File: config.mk
export PLATFORM = sky130hd
export DESIGN_NAME = sifhCore
export DESIGN_NICKNAME = d
export VERILOG_FILES = /design/src/design/sifhPkg.sv /design/src/design/sifhCore.sv /design/src/design/windowCalc.sv /design/src/design/peakDetector.sv /design/src/design/histogramBuilder.sv /design/src/design/sampleFilter.sv
export SDC_FILE = /design/constraint.sdc
export NUM_CORES = 1
export LEC_CHECK = 0
export BUFFER_PORTS_ARGS = -buffer_cell sky130_fd_sc_hd__buf_2
export CAP_MARGIN = 10
export CORE_ASPECT_RATIO = 2
export CORE_UTILIZATION = 63
export DETAILED_ROUTE_END_ITERATION = 7
export GPL_TIMING_DRIVEN = 0
export PLACE_DENSITY_LB_ADDON = 0.05
export SYNTH_ARGS = -nofsm -noshare
export SYNTH_HDL_FRONTEND = slang
export SYNTH_SLANG_ARGS = --single-unit
File: constraint.sdc
create_clock -name clk -period 7.5 [get_ports clk]
set_input_delay 1.125 -clock clk [delete_from_list [all_inputs] [get_ports clk]]
set_output_delay 1.125 -clock clk [all_outputs]
set_load 0.03 [all_outputs]
File: src/design/sifhPkg.sv
// Sizes, pass encoding and bus structs of the SiFH peak finder, imported by every block and the testbench
package sifhPkg;

    //********************************************************************
    // Sizes
    //********************************************************************
    // Sample width
    localparam int NP         = 8;
    // Coarse bin address width
    localparam int NB         = 4;
    localparam int PIXEL_NUM  = 4;
    // Samples per pixel in one sweep
    localparam int DATA_NUM   = 2;
    // Sweeps per pass
    localparam int ACQ_NUM    = 4;

    // Bins per pixel histogram
    localparam int HIST_BINS  = 2 ** NB;
    localparam int BIN_NUM    = PIXEL_NUM * HIST_BINS;
    // Room for every sample of a pixel in one bin
    localparam int COUNT_W    = $clog2(DATA_NUM * ACQ_NUM + 1);
    // Half window width
    localparam int SB         = 2 ** (NB - 1);
    localparam int SAMPLE_MAX = 2 ** NP - 1;

    // Counter and index widths
    localparam int PIX_W      = $clog2(PIXEL_NUM);
    localparam int SAMPLE_W   = $clog2(DATA_NUM);
    localparam int SWEEP_W    = $clog2(ACQ_NUM);
    localparam int BIN_W      = $clog2(BIN_NUM);

    //********************************************************************
    // Types
    //********************************************************************
    typedef enum logic {
        coarsePass = 1'b0,
        finePass   = 1'b1
    } passT;

    // One histogram update, new count already applied
    typedef struct packed {
        logic               valid;
        logic [PIX_W-1:0]   pixel;
        logic [NB-1:0]      bin;
        logic [COUNT_W-1:0] count;
    } binEventT;

    // Inclusive sample window of one pixel
    typedef struct packed {
        logic [NP-1:0] lower;
        logic [NP-1:0] upper;
    } windowT;

    typedef struct packed {
        logic [NB-1:0]      bin;
        logic [COUNT_W-1:0] count;
    } peakT;

endpackage
File: src/design/sifhCore.sv
// Top level of the two-pass SiFH peak finder, the block to instantiate as the DUT
module sifhCore
    import sifhPkg::*;
(
    input  logic                         clk,
    input  logic                         combin_res,
    input  logic                         wrEn,
    input  logic [NP-1:0]                data,
    output logic [PIXEL_NUM-1:0][NP-1:0] result,
    output logic                         resultValid,
    output passT                         pass
);

    //********************************************************************
    // Data path
    //   sampleFilter -> histogramBuilder -> peakDetector -> windowCalc
    //        ^                                                |
    //        +---------------- per-pixel windows -------------+
    //********************************************************************
    // Pass turnaround
    // passDone rises one edge after the last sample of a pass and the
    // windows load one edge later, so wrEn stays low for two cycles
    // before the first sample of the next pass

    logic [NB-1:0]          binAddr;
    logic                   inWindow;
    logic [PIX_W-1:0]       pixelIdx;
    binEventT               binEvent;
    logic                   passDone;
    peakT [PIXEL_NUM-1:0]   peaks;
    windowT [PIXEL_NUM-1:0] windows;
    windowT                 curWindow;

    // Window of the pixel being sampled
    assign curWindow = windows[pixelIdx];

    sampleFilter uFilter (
        .data     (data),
        .pass     (pass),
        .window   (curWindow),
        .binAddr  (binAddr),
        .inWindow (inWindow)
    );

    histogramBuilder uHist (
        .clk        (clk),
        .combin_res (combin_res),
        .wrEn       (wrEn),
        .binAddr    (binAddr),
        .inWindow   (inWindow),
        .pixelIdx   (pixelIdx),
        .pass       (pass),
        .binEvent   (binEvent),
        .passDone   (passDone)
    );

    peakDetector uPeak (
        .clk        (clk),
        .combin_res (combin_res),
        .binEvent   (binEvent),
        .passDone   (passDone),
        .peaks      (peaks)
    );

    windowCalc uWindow (
        .clk         (clk),
        .combin_res  (combin_res),
        .passDone    (passDone),
        .pass        (pass),
        .peaks       (peaks),
        .windows     (windows),
        .result      (result),
        .resultValid (resultValid)
    );

endmodule

File: src/design/windowCalc.sv
// Turns coarse peaks into clamped per-pixel windows and fine peaks into the final results
module windowCalc
    import sifhPkg::*;
(
    input  logic                         clk,
    input  logic                         combin_res,
    input  logic                         passDone,
    input  passT                         pass,
    input  peakT [PIXEL_NUM-1:0]         peaks,
    output windowT [PIXEL_NUM-1:0]       windows,
    output logic [PIXEL_NUM-1:0][NP-1:0] result,
    output logic                         resultValid
);

    //********************************************************************
    // Window rule
    //********************************************************************
    function automatic windowT clampWindow(input logic [NB-1:0] bin);
        logic [NP-1:0] ch;
        windowT        w;
        // Coarse bin back on the sample scale
        ch = {bin, {(NP - NB){1'b0}}};
        if (ch > NP'(SAMPLE_MAX - 2 * SB - 1)) begin
            // Pinned to the top of the range
            w.upper = NP'(SAMPLE_MAX);
            w.lower = NP'(SAMPLE_MAX - 2 * SB);
        end else if (ch <= NP'(SB)) begin
            w.lower = '0;
            w.upper = NP'(2 * SB);
        end else begin
            w.lower = ch - NP'(SB);
            w.upper = ch + NP'(SB);
        end
        return w;
    endfunction

    windowT [PIXEL_NUM-1:0]       nextWindows;
    logic [PIXEL_NUM-1:0][NP-1:0] nextResult;
    logic                         coarseEnded;
    logic                         fineEnded;

    // Pass has already flipped while passDone is high
    assign coarseEnded = passDone && (pass == finePass);
    assign fineEnded   = passDone && (pass == coarsePass);

    always_comb begin
        for (int i = 0; i < PIXEL_NUM; i++) begin
            nextWindows[i] = clampWindow(peaks[i].bin);
            // Fine bin back to the absolute sample value
            nextResult[i]  = {{(NP - NB){1'b0}}, peaks[i].bin} + windows[i].lower;
        end
    end

    //********************************************************************
    // Window and result registers
    //********************************************************************
    always_ff @(posedge clk or negedge combin_res) begin
        if (!combin_res) begin
            windows     <= '0;
            result      <= '0;
            resultValid <= 1'b0;
        end else begin
            resultValid <= fineEnded;
            // Windows hold through the whole fine pass
            if (coarseEnded) begin
                windows <= nextWindows;
            end
            if (fineEnded) begin
                result <= nextResult;
            end
        end
    end

endmodule

File: src/design/peakDetector.sv
// Running per-pixel maximum of the histogram counts, restarted at every pass end
module peakDetector
    import sifhPkg::*;
(
    input  logic                   clk,
    input  logic                   combin_res,
    input  binEventT               binEvent,
    input  logic                   passDone,
    output peakT [PIXEL_NUM-1:0]   peaks
);

    //********************************************************************
    // Compare
    //********************************************************************
    // Current best of the event's pixel
    peakT stored;
    peakT candidate;
    logic beats;

    assign stored = peaks[binEvent.pixel];

    assign candidate.bin   = binEvent.bin;
    assign candidate.count = binEvent.count;

    // Strictly greater only
    // on a tie the earlier bin stays
    assign beats = binEvent.valid && (binEvent.count > stored.count);

    //********************************************************************
    // Peak registers
    //********************************************************************
    always_ff @(posedge clk or negedge combin_res) begin
        if (!combin_res) begin
            peaks <= '0;
        end else if (passDone) begin
            // Last event of the pass landed one edge earlier
            peaks <= '0;
        end else if (beats) begin
            peaks[binEvent.pixel] <= candidate;
        end
    end

    // A pixel with no accepted sample keeps bin 0 with count 0

endmodule

File: src/design/histogramBuilder.sv
// Per-pixel bin counters with lazy clear, plus the sample, pixel, sweep and pass sequencing
module histogramBuilder
    import sifhPkg::*;
(
    input  logic             clk,
    input  logic             combin_res,
    input  logic             wrEn,
    input  logic [NB-1:0]    binAddr,
    input  logic             inWindow,
    output logic [PIX_W-1:0] pixelIdx,
    output passT             pass,
    output binEventT         binEvent,
    output logic             passDone
);

    //********************************************************************
    // Storage
    //********************************************************************
    logic [COUNT_W-1:0] countMem [BIN_NUM];
    // One valid bit per bin, clear means empty
    logic [BIN_NUM-1:0] binValid;

    logic [SAMPLE_W-1:0] sampleCnt;
    logic [SWEEP_W-1:0]  sweepCnt;

    logic [BIN_W-1:0]   binIdx;
    logic [COUNT_W-1:0] newCount;
    logic               accept;
    logic               sampleEnd;
    logic               pixelEnd;
    logic               sweepEnd;
    logic               passEnd;
    // Last sample of the pass was taken on the previous edge
    logic               lastSeen;

    // Pixel histograms sit back to back
    assign binIdx = {pixelIdx, binAddr};
    assign accept = wrEn && inWindow;

    // Stale bins read as empty
    assign newCount = binValid[binIdx] ? (countMem[binIdx] + COUNT_W'(1)) : COUNT_W'(1);

    assign sampleEnd = (sampleCnt == SAMPLE_W'(DATA_NUM - 1));
    assign pixelEnd  = (pixelIdx == PIX_W'(PIXEL_NUM - 1));
    assign sweepEnd  = (sweepCnt == SWEEP_W'(ACQ_NUM - 1));
    assign passEnd   = sampleEnd && pixelEnd && sweepEnd;

    //********************************************************************
    // Position counters
    //********************************************************************
    // Every strobe advances, in window or not
    always_ff @(posedge clk or negedge combin_res) begin
        if (!combin_res) begin
            sampleCnt <= '0;
            pixelIdx  <= '0;
            sweepCnt  <= '0;
        end else if (wrEn) begin
            if (sampleEnd) begin
                sampleCnt <= '0;
                if (pixelEnd) begin
                    pixelIdx <= '0;
                    sweepCnt <= sweepEnd ? '0 : sweepCnt + 1'b1;
                end else begin
                    pixelIdx <= pixelIdx + 1'b1;
                end
            end else begin
                sampleCnt <= sampleCnt + 1'b1;
            end
        end
    end

    //********************************************************************
    // Histogram update and pass control
    //********************************************************************
    always_ff @(posedge clk or negedge combin_res) begin
        if (!combin_res) begin
            binValid <= '0;
            binEvent <= '0;
            lastSeen <= 1'b0;
            passDone <= 1'b0;
            pass     <= coarsePass;
        end else begin
            lastSeen       <= wrEn && passEnd;
            passDone       <= lastSeen;
            binEvent.valid <= accept;
            if (accept) begin
                binEvent.pixel   <= pixelIdx;
                binEvent.bin     <= binAddr;
                binEvent.count   <= newCount;
                binValid[binIdx] <= 1'b1;
            end
            // Pass turnaround
            // all bins go stale at once, counts stay in place
            if (lastSeen) begin
                binValid <= '0;
                pass     <= (pass == coarsePass) ? finePass : coarsePass;
            end
        end
    end

    // Count words, validity lives in binValid
    always_ff @(posedge clk) begin
        if (accept) begin
            countMem[binIdx] <= newCount;
        end
    end

endmodule

File: src/design/sampleFilter.sv
// Combinational front end that turns a raw sample into a histogram bin address for the current pass
module sampleFilter
    import sifhPkg::*;
(
    input  logic [NP-1:0] data,
    input  passT          pass,
    input  windowT        window,
    output logic [NB-1:0] binAddr,
    output logic          inWindow
);

    //********************************************************************
    // Fine pass window test
    //********************************************************************
    // Offset from the lower bound
    // only the low NB bits of the difference are ever kept
    logic [NB-1:0] offset;
    logic          aboveLower;
    logic          belowUpper;

    assign offset = data[NB-1:0] - window.lower[NB-1:0];

    // Both bounds inclusive
    assign aboveLower = (data >= window.lower);
    assign belowUpper = (data <= window.upper);

    //********************************************************************
    // Address select
    //********************************************************************
    always_comb begin
        if (pass == coarsePass) begin
            // Top NB bits, every sample counts
            binAddr  = data[NP-1 -: NB];
            inWindow = 1'b1;
        end else begin
            // Full resolution inside the window
            binAddr  = offset;
            inWindow = aboveLower && belowUpper;
        end
    end

    // Note: an upper bound 2*SB above the lower one gives an offset of
    // 2*SB for the top sample, which wraps onto bin 0

endmodule

* Word level (Yosys, flattened, before mapping)
Memories as Yosys holds them, arrays and structs flattened.
Cells that the tools add are included.
** Cells by class
- Bitwise logic cells :: 2
- $lt $le $gt $ge :: 16
- $add $sub $neg :: 17
- Muxes and demuxes :: 32
- Equality and inequality tests :: 2
- Reduce and logical (&&, ||, !) cells :: 14
** Operator list (count)
- $mux W16 :: 9
- $mux W64 :: 2
- $mux W32 :: 2
- $or A64 B64 Y64 :: 1
- $add A4 B8 Y8 :: 4
- $add A8 B4 Y8 const B :: 4
- $bmux W16 S2 :: 1
- $bwmux W32 :: 1
- $gt A8 B8 Y1 const B :: 4
- $le A8 B4 Y1 const B :: 4
- $sub A8 B4 Y8 const B :: 4
- $bmux W8 S2 :: 1
- $demux W8 S2 :: 1
- $mux W4 :: 3
- $logic_and A1 B1 Y1 :: 10
- $ge A8 B8 Y1 :: 1
- $le A8 B8 Y1 :: 1
- $mux W8 :: 1
- $lt A6 B7 Y1 const B :: 1
- $mux W1 :: 7
- $bmux W1 S6 :: 1
- $demux W1 S6 :: 1
- $ge A6 B1 Y1 const B :: 1
- $lt A2 B3 Y1 const B :: 2
- other kinds (12) :: 16
** Storage, ports and cells
- Input port bits :: 11
- Memory bits (writable) :: 256
- Output and inout bits :: 34
- Flip-flop bits (word level) :: 212
- Memories :: 1
- Word-level logic and storage cells :: 116
** Memories
- uHist.countMem :: words 64, bits a word 4, read ports 1, clocked after Yosys merged registers in 0, write ports 1, RTL line histogramBuilder.sv:19 : logic [COUNT_W-1:0] countMem [BIN_NUM];

* Logic depth before layout (Yosys ltp)
- Depth in word-level cells :: 11
- Depth in mapped cells :: 21
- Depth with buffers taken out :: 15

* Modules after synthesis
A second synthesis with hierarchy kept.
** Second synthesis, totals
- Cells, all modules :: 1649
- Area, all modules :: 20752.4 um^2
** By module, submodules not included
- histogramBuilder :: sequential area each 9764.4 um^2, cells each 992, instances 1, area each 13933.4 um^2
- windowCalc :: sequential area each 1826.8 um^2, cells each 436, instances 1, area each 4150.2 um^2
- peakDetector :: sequential area each 800.8 um^2, cells each 133, instances 1, area each 1719.1 um^2
- sampleFilter :: sequential area each 0.0 um^2, cells each 68, instances 1, area each 525.5 um^2
- sifhCore :: sequential area each 0.0 um^2, cells each 20, instances 1, area each 424.2 um^2

* Least setup slack after synthesis
OpenSTA, ideal clock, no wires.
- Path type :: register -> register
- Start point :: register uHist.pixelIdx[1]
- End point :: register uHist.binEvent[2] (netlist name)
- Stages on the path, launching flop included :: 20
- Arrival time :: 5345 ps
- Setup slack :: 2085 ps
- Library setup time :: 71 ps
- Cell sequence :: dfrtp_1 > clkbuf_1 > buf_1 > mux4_2 > ha_1 > inv_1 > fa_1 > buf_2 > or3b_2 > clkbuf_1 > o21ai_2 > a222oi_1 > and3_1 > a211o_1 > a32oi_1 > inv_1 > ha_1 > xnor2_1 > and2_1 > mux2_2
** Between the ends
- Cells in the longest elaborated chain, start to end :: 7
- Elaborated cells on any way between the ends :: 14
** Ends and longest elaborated chain
- from (decl) :: RTL line histogramBuilder.sv:10 : output logic [PIX_W-1:0] pixelIdx,
- from (signal assigned) :: RTL line histogramBuilder.sv:64 : pixelIdx <= pixelIdx + 1'b1;
- $bmux W16 S2 :: RTL line sifhCore.sv:35 : assign curWindow = windows[pixelIdx];
- $mux W16 (implied by the code) :: RTL line sifhCore.sv:35
- $sub A4 B4 Y4 :: RTL line sampleFilter.sv:21 : assign offset = data[NB-1:0] - window.lower[NB-1:0];
- $mux W4 :: RTL line sampleFilter.sv:31 : if (pass == coarsePass) begin
- $mem_v2 Z64 W4 or $bmux W1 S6 (tied branches)
- $add A4 B1 Y4 or $mux W1 (tied branches) :: RTL line histogramBuilder.sv:41 : assign newCount = binValid[binIdx] ? (countMem[binIdx] + COUNT_W'(1)) : COUNT_W'(1);
- $mux W4 * :: RTL line histogramBuilder.sv:41
- via uHist.newCount[2] :: RTL line histogramBuilder.sv:27 : logic [COUNT_W-1:0] newCount;
Mark *: on every way through the listed nets, which the timed path passes. The rest lies on a longest branch. The select of a mux whose other input is x is not followed.
A chain may end at the register's enable or synchronous reset.

* Worst setup path in the final report
- Start point :: register uHist.pixelIdx[1]
- End point :: memory uHist.countMem[14][3] (netlist name), data pin
** Between the ends
- Cells in the longest elaborated chain, start to end :: 7
- Elaborated cells on any way between the ends :: 9
** Ends and longest elaborated chain (RTL line)
- $bmux W16 S2 :: sifhCore.sv:35
- $mux W16 (implied by the code) :: sifhCore.sv:35
- $sub A4 B4 Y4 :: sampleFilter.sv:21
- $mux W4 :: sampleFilter.sv:31
- $mem_v2 Z64 W4 or $bmux W1 S6 (tied branches)
- $add A4 B1 Y4 or $mux W1 (tied branches) :: histogramBuilder.sv:41
- $mux W4 * :: histogramBuilder.sv:41
- via uHist.newCount[3] :: histogramBuilder.sv:27
- to (decl) :: histogramBuilder.sv:19
Marked as above.

==> results.md <==
* Clk pin slew, worst setup/hold paths at 70 ps
* Max Clock Freq at roughly 0.13 GHz
* Worst rel slew slack at -0.00113
* Number of endpoints failing setup at the final stage at 0
* Antenna Violating Nets Remaining at 0
* Power Total at 9.31 mW
* Portion of total power attributed to sequential cells at 0.426
* Post-synth EDFFs at 256
* Wire length of the first global-routing pass at approximately 120000 µm
* Number of ports placed on the die boundary at 45
* Pre-CTS setup slack at roughly 120 ps
* Instance count after placement with tap cells included at roughly 2300
* Number of endpoints with negative hold slack in the final report at 0
* Switching portion of total power at 0.390
* Fraction of final layout cells sized beyond drive strength 1 at 0.129
* Clock insertion delay at the later pin of the skew report at about 560 ps
* Violated checks: max-capacitance violations, max-slew violations
* Switching pwr at 3.63 mW
* Avg Vias per Cell at 7.27
* Commonest cells after routing, fill and taps aside: edfxtp_1 (256), nor2_1 (224), dfrtp_1 (188), nand2_1 (103), a21oi_1 (98)
* Antenna violations before repair at 6
* Hold-fix buffer count after cts at 0
* Clock period minus worst slack at between 7000 and 8000 ps
* Final cell area excluding filler cells at ~23000 µm²
* Signal arrival time at the worst endpoint at a little under 8000 ps
* Post-cts repair resize count at 0
* Worst Path Class, Setup: reg -> reg
* Type of the worst min-delay path: reg -> reg
* Seq cells post-synth at ~440
* Clock buffer count from CTS at 39
* CTS sink cnt at between 400 and 500
* Global-route usage over all layers at 0.496
* Post-synthesis cell type count at just over 80
* Instance area at placement at ~22000 µm²
* Vertical die dimension at approximately 260 µm
* P per Cell Area at approximately 400 nW/µm²
* Number of buffers added for setup after CTS at 0
* Core ar. at 32800 µm²
* Initial Util at 0.637
* Remaining global-route overflow at 0
* Vias after detailed routing at approximately 17000
* Global placement routability congestion at 1.06
* Area of the mapped netlist at ~21000 µm²
* Number of max-slew violations in the final report at 1
* Die area at around 34000 µm²
* Startpoint class of the critical path: register
* Clock H-tree levels at 2
* Proportion of synthesized chip area in sequential cells at 0.593
* Post-route non-filler standard cell count at between 2000 and 2500
* Capturing element type of the critical path: register
* Nets@finish at ~2000
* Hold slack at about 470 ps
* Clock root cell: clkbuf_16
* Fraction of power consumed by combinational cells at 0.341
* Critical path required time at between 7000 and 8000 ps
* Max-cap check violation count at 1
* End-of-flow core utilization at 0.707
* Routed Wire Length at between 70000 and 80000 µm
* Starting DRT DRC Count at 1934
* Minimum setup slack in the final design at between 70 and 80 ps
* Largest net degree at the start of global routing at 110
* Leading cell type in the layout, fill and taps excluded: edfxtp_1
* Post-Synthesis Net Count at 1848
* Part of the power in the clock network at 0.232
* Die span in x at roughly 130 µm
* Number of design rule violations left after detail routing at 0
* Number of search-and-repair iterations in the first detailed-routing pass at 6
* Outcome: finished, violations left
* Number of warnings issued by yosys at 0
* Flip-flop cell with the highest count after synthesis: edfxtp_1
* Internal power of the cells at 5.68 mW
* Unrepaired setup endpoints after global routing: no
* Buffer depth of the longest clock path at 3
* Ys async rst share at 0.423
* Via count of the first global-routing pass at roughly 17000
* Hpwl dp at 56000 µm
* Average footprint of a synthesized cell at 11.7 µm²
* Final Cycle Share at 0.990
* CTS tree: yes
* Largest clock skew in the final design at around 31 ps
* Fin Setup TNS at 0 ps
* Max VDD drop at ~0.56 mV
* Gate Count Post-Synth at about 1800
* Count of fill cells added during filler insertion at between 2000 and 2500
* Highest net fanout along the worst path at 44
* Leakage dissipation at around 9.2 nW
* Wire length per cell at between 30 and 40 µm
* Worst slew pin tran at ~1500 ps
* Count of port buffers added during placement at between 40 and 50
* Row Count at between 90 and 100
* Area growth syn-to-layout at 11.0%
cells in the mapped netlist (all sizes together) (8+ instances only):
master | n | area share
nor4 | 16 | 0.0057
mux2 | 27 | 0.015
and2 | 8 | 0.0024
clkbuf | 60 | 0.011
a31oi | 13 | 0.0039
edfxtp | 256 | 0.37
o22a | 8 | 0.0038
o32ai | 11 | 0.0046
nor2b | 16 | 0.0048
xor2 | 19 | 0.0083
or4 | 9 | 0.0032
mux4 | 17 | 0.018
nand2b | 10 | 0.0030
xnor2 | 12 | 0.0054
and3 | 46 | 0.014
buf | 56 | 0.015
o22ai | 48 | 0.015
o211ai | 9 | 0.0032
dfrtp | 188 | 0.22
a21o | 26 | 0.0093
inv | 53 | 0.0095
o21a | 9 | 0.0032
a211oi | 37 | 0.014
a21oi | 98 | 0.023
nor2 | 226 | 0.041
ha | 47 | 0.028
o21ai | 78 | 0.019
nand2 | 104 | 0.019
nand3 | 30 | 0.0074
nor3 | 61 | 0.015
a221o | 9 | 0.0043
o221ai | 18 | 0.0075
mux2i | 57 | 0.027
metal layers:
layer  global-route usage  vias to the layer above  wire, µm
li1                     -                     6865         -
met1                0.472                     8153     22400
met2                0.785                     1418     38200
met3                0.169                      621      8270
met4                0.529                        2     10600
met5              0.00603                        -         8
power groups by stage:
stage	clock, mW	combinational, mW	sequential [mW]
floorplan	0	1.66	3.92
finish	2.16	3.18	3.97
global route	2.23	3.29	4.00
detailed placement	0	2.97	3.97
global placement	0	2.70	4.05
CTS	2.14	3.00	3.93
path summary, 6_finish.rpt:
path / start / to / slack, ps / depth (start not counted)
max: uHist.pixelIdx[1] / uHist.countMem[14][3] / 80 / 17
min in group asynchronous: combin_res / uWindow.result[5] / 580 / 1
min: uWindow.result[21] / uWindow.result[21] / 470 / 2
min reg2reg: uWindow.result[21] / uWindow.result[21] / 470 / 2
max reg2reg: uHist.pixelIdx[1] / uHist.countMem[14][3] / 80 / 17
max in group asynchronous: combin_res / uPeak.peaks[19] / 5940 / 2
cells by family after synthesis:
family | count (synthesis) | share of synthesized area
adder cells (fa/ha/maj) | 52 | 0.0329
flip-flops | 444 | 0.593
multiplexers | 101 | 0.0601
buffers and inverters | 172 | 0.0358
XOR/XNOR | 31 | 0.0137
AND/OR/NAND/NOR | 556 | 0.125
AO/OA/AOI/OAI | 429 | 0.140
worst max-delay path, stage by stage (launching register included):
cell,delay (ps)
dfrtp_1,390
clkbuf_1,480
clkbuf_2,410
mux4_2,390
ha_1,210
inv_1,70
fa_1,410
buf_2,190
nand3b_1,670
o21ai_1,1410
a222oi_1,220
and3_1,320
a211o_1,250
a32oi_1,310
a211oi_2,90
xnor2_1,540
and2_2,550
buf_12,280
registers in the layout (all words and copies together) (netlist names):
name and cells:
uHist.binValid 64, uHist.binEvent 11, uHist.sweepCnt 2, uPeak.peaks 32, uHist.passDone 1, uHist.countMem 256, uHist.lastSeen 1, uWindow.result 32
uHist.sampleCnt 1, uWindow.resultValid 1, uHist.pass 1, uWindow.windows 40, uHist.pixelIdx 2
area by class of cell:
| cell class | count | area, µm² | share of cell area |
|---|---|---|---|
| flip-flops and latches | 444 | 12400 | 0.534 |
| multi-input cells | 1169 | 7800 | 0.336 |
| clock buffers | 42 | 997 | 0.0430 |
| plain buffers | 116 | 543 | 0.0234 |
| well taps | 432 | 541 | 0.0233 |
| repair buffers | 53 | 363 | 0.0156 |
| clock inverters | 28 | 344 | 0.0148 |
| inverters | 56 | 210 | 0.00906 |
| diodes | 5 | 12.5 | 0.000539 |
Power figures use the tool's default switching activity.
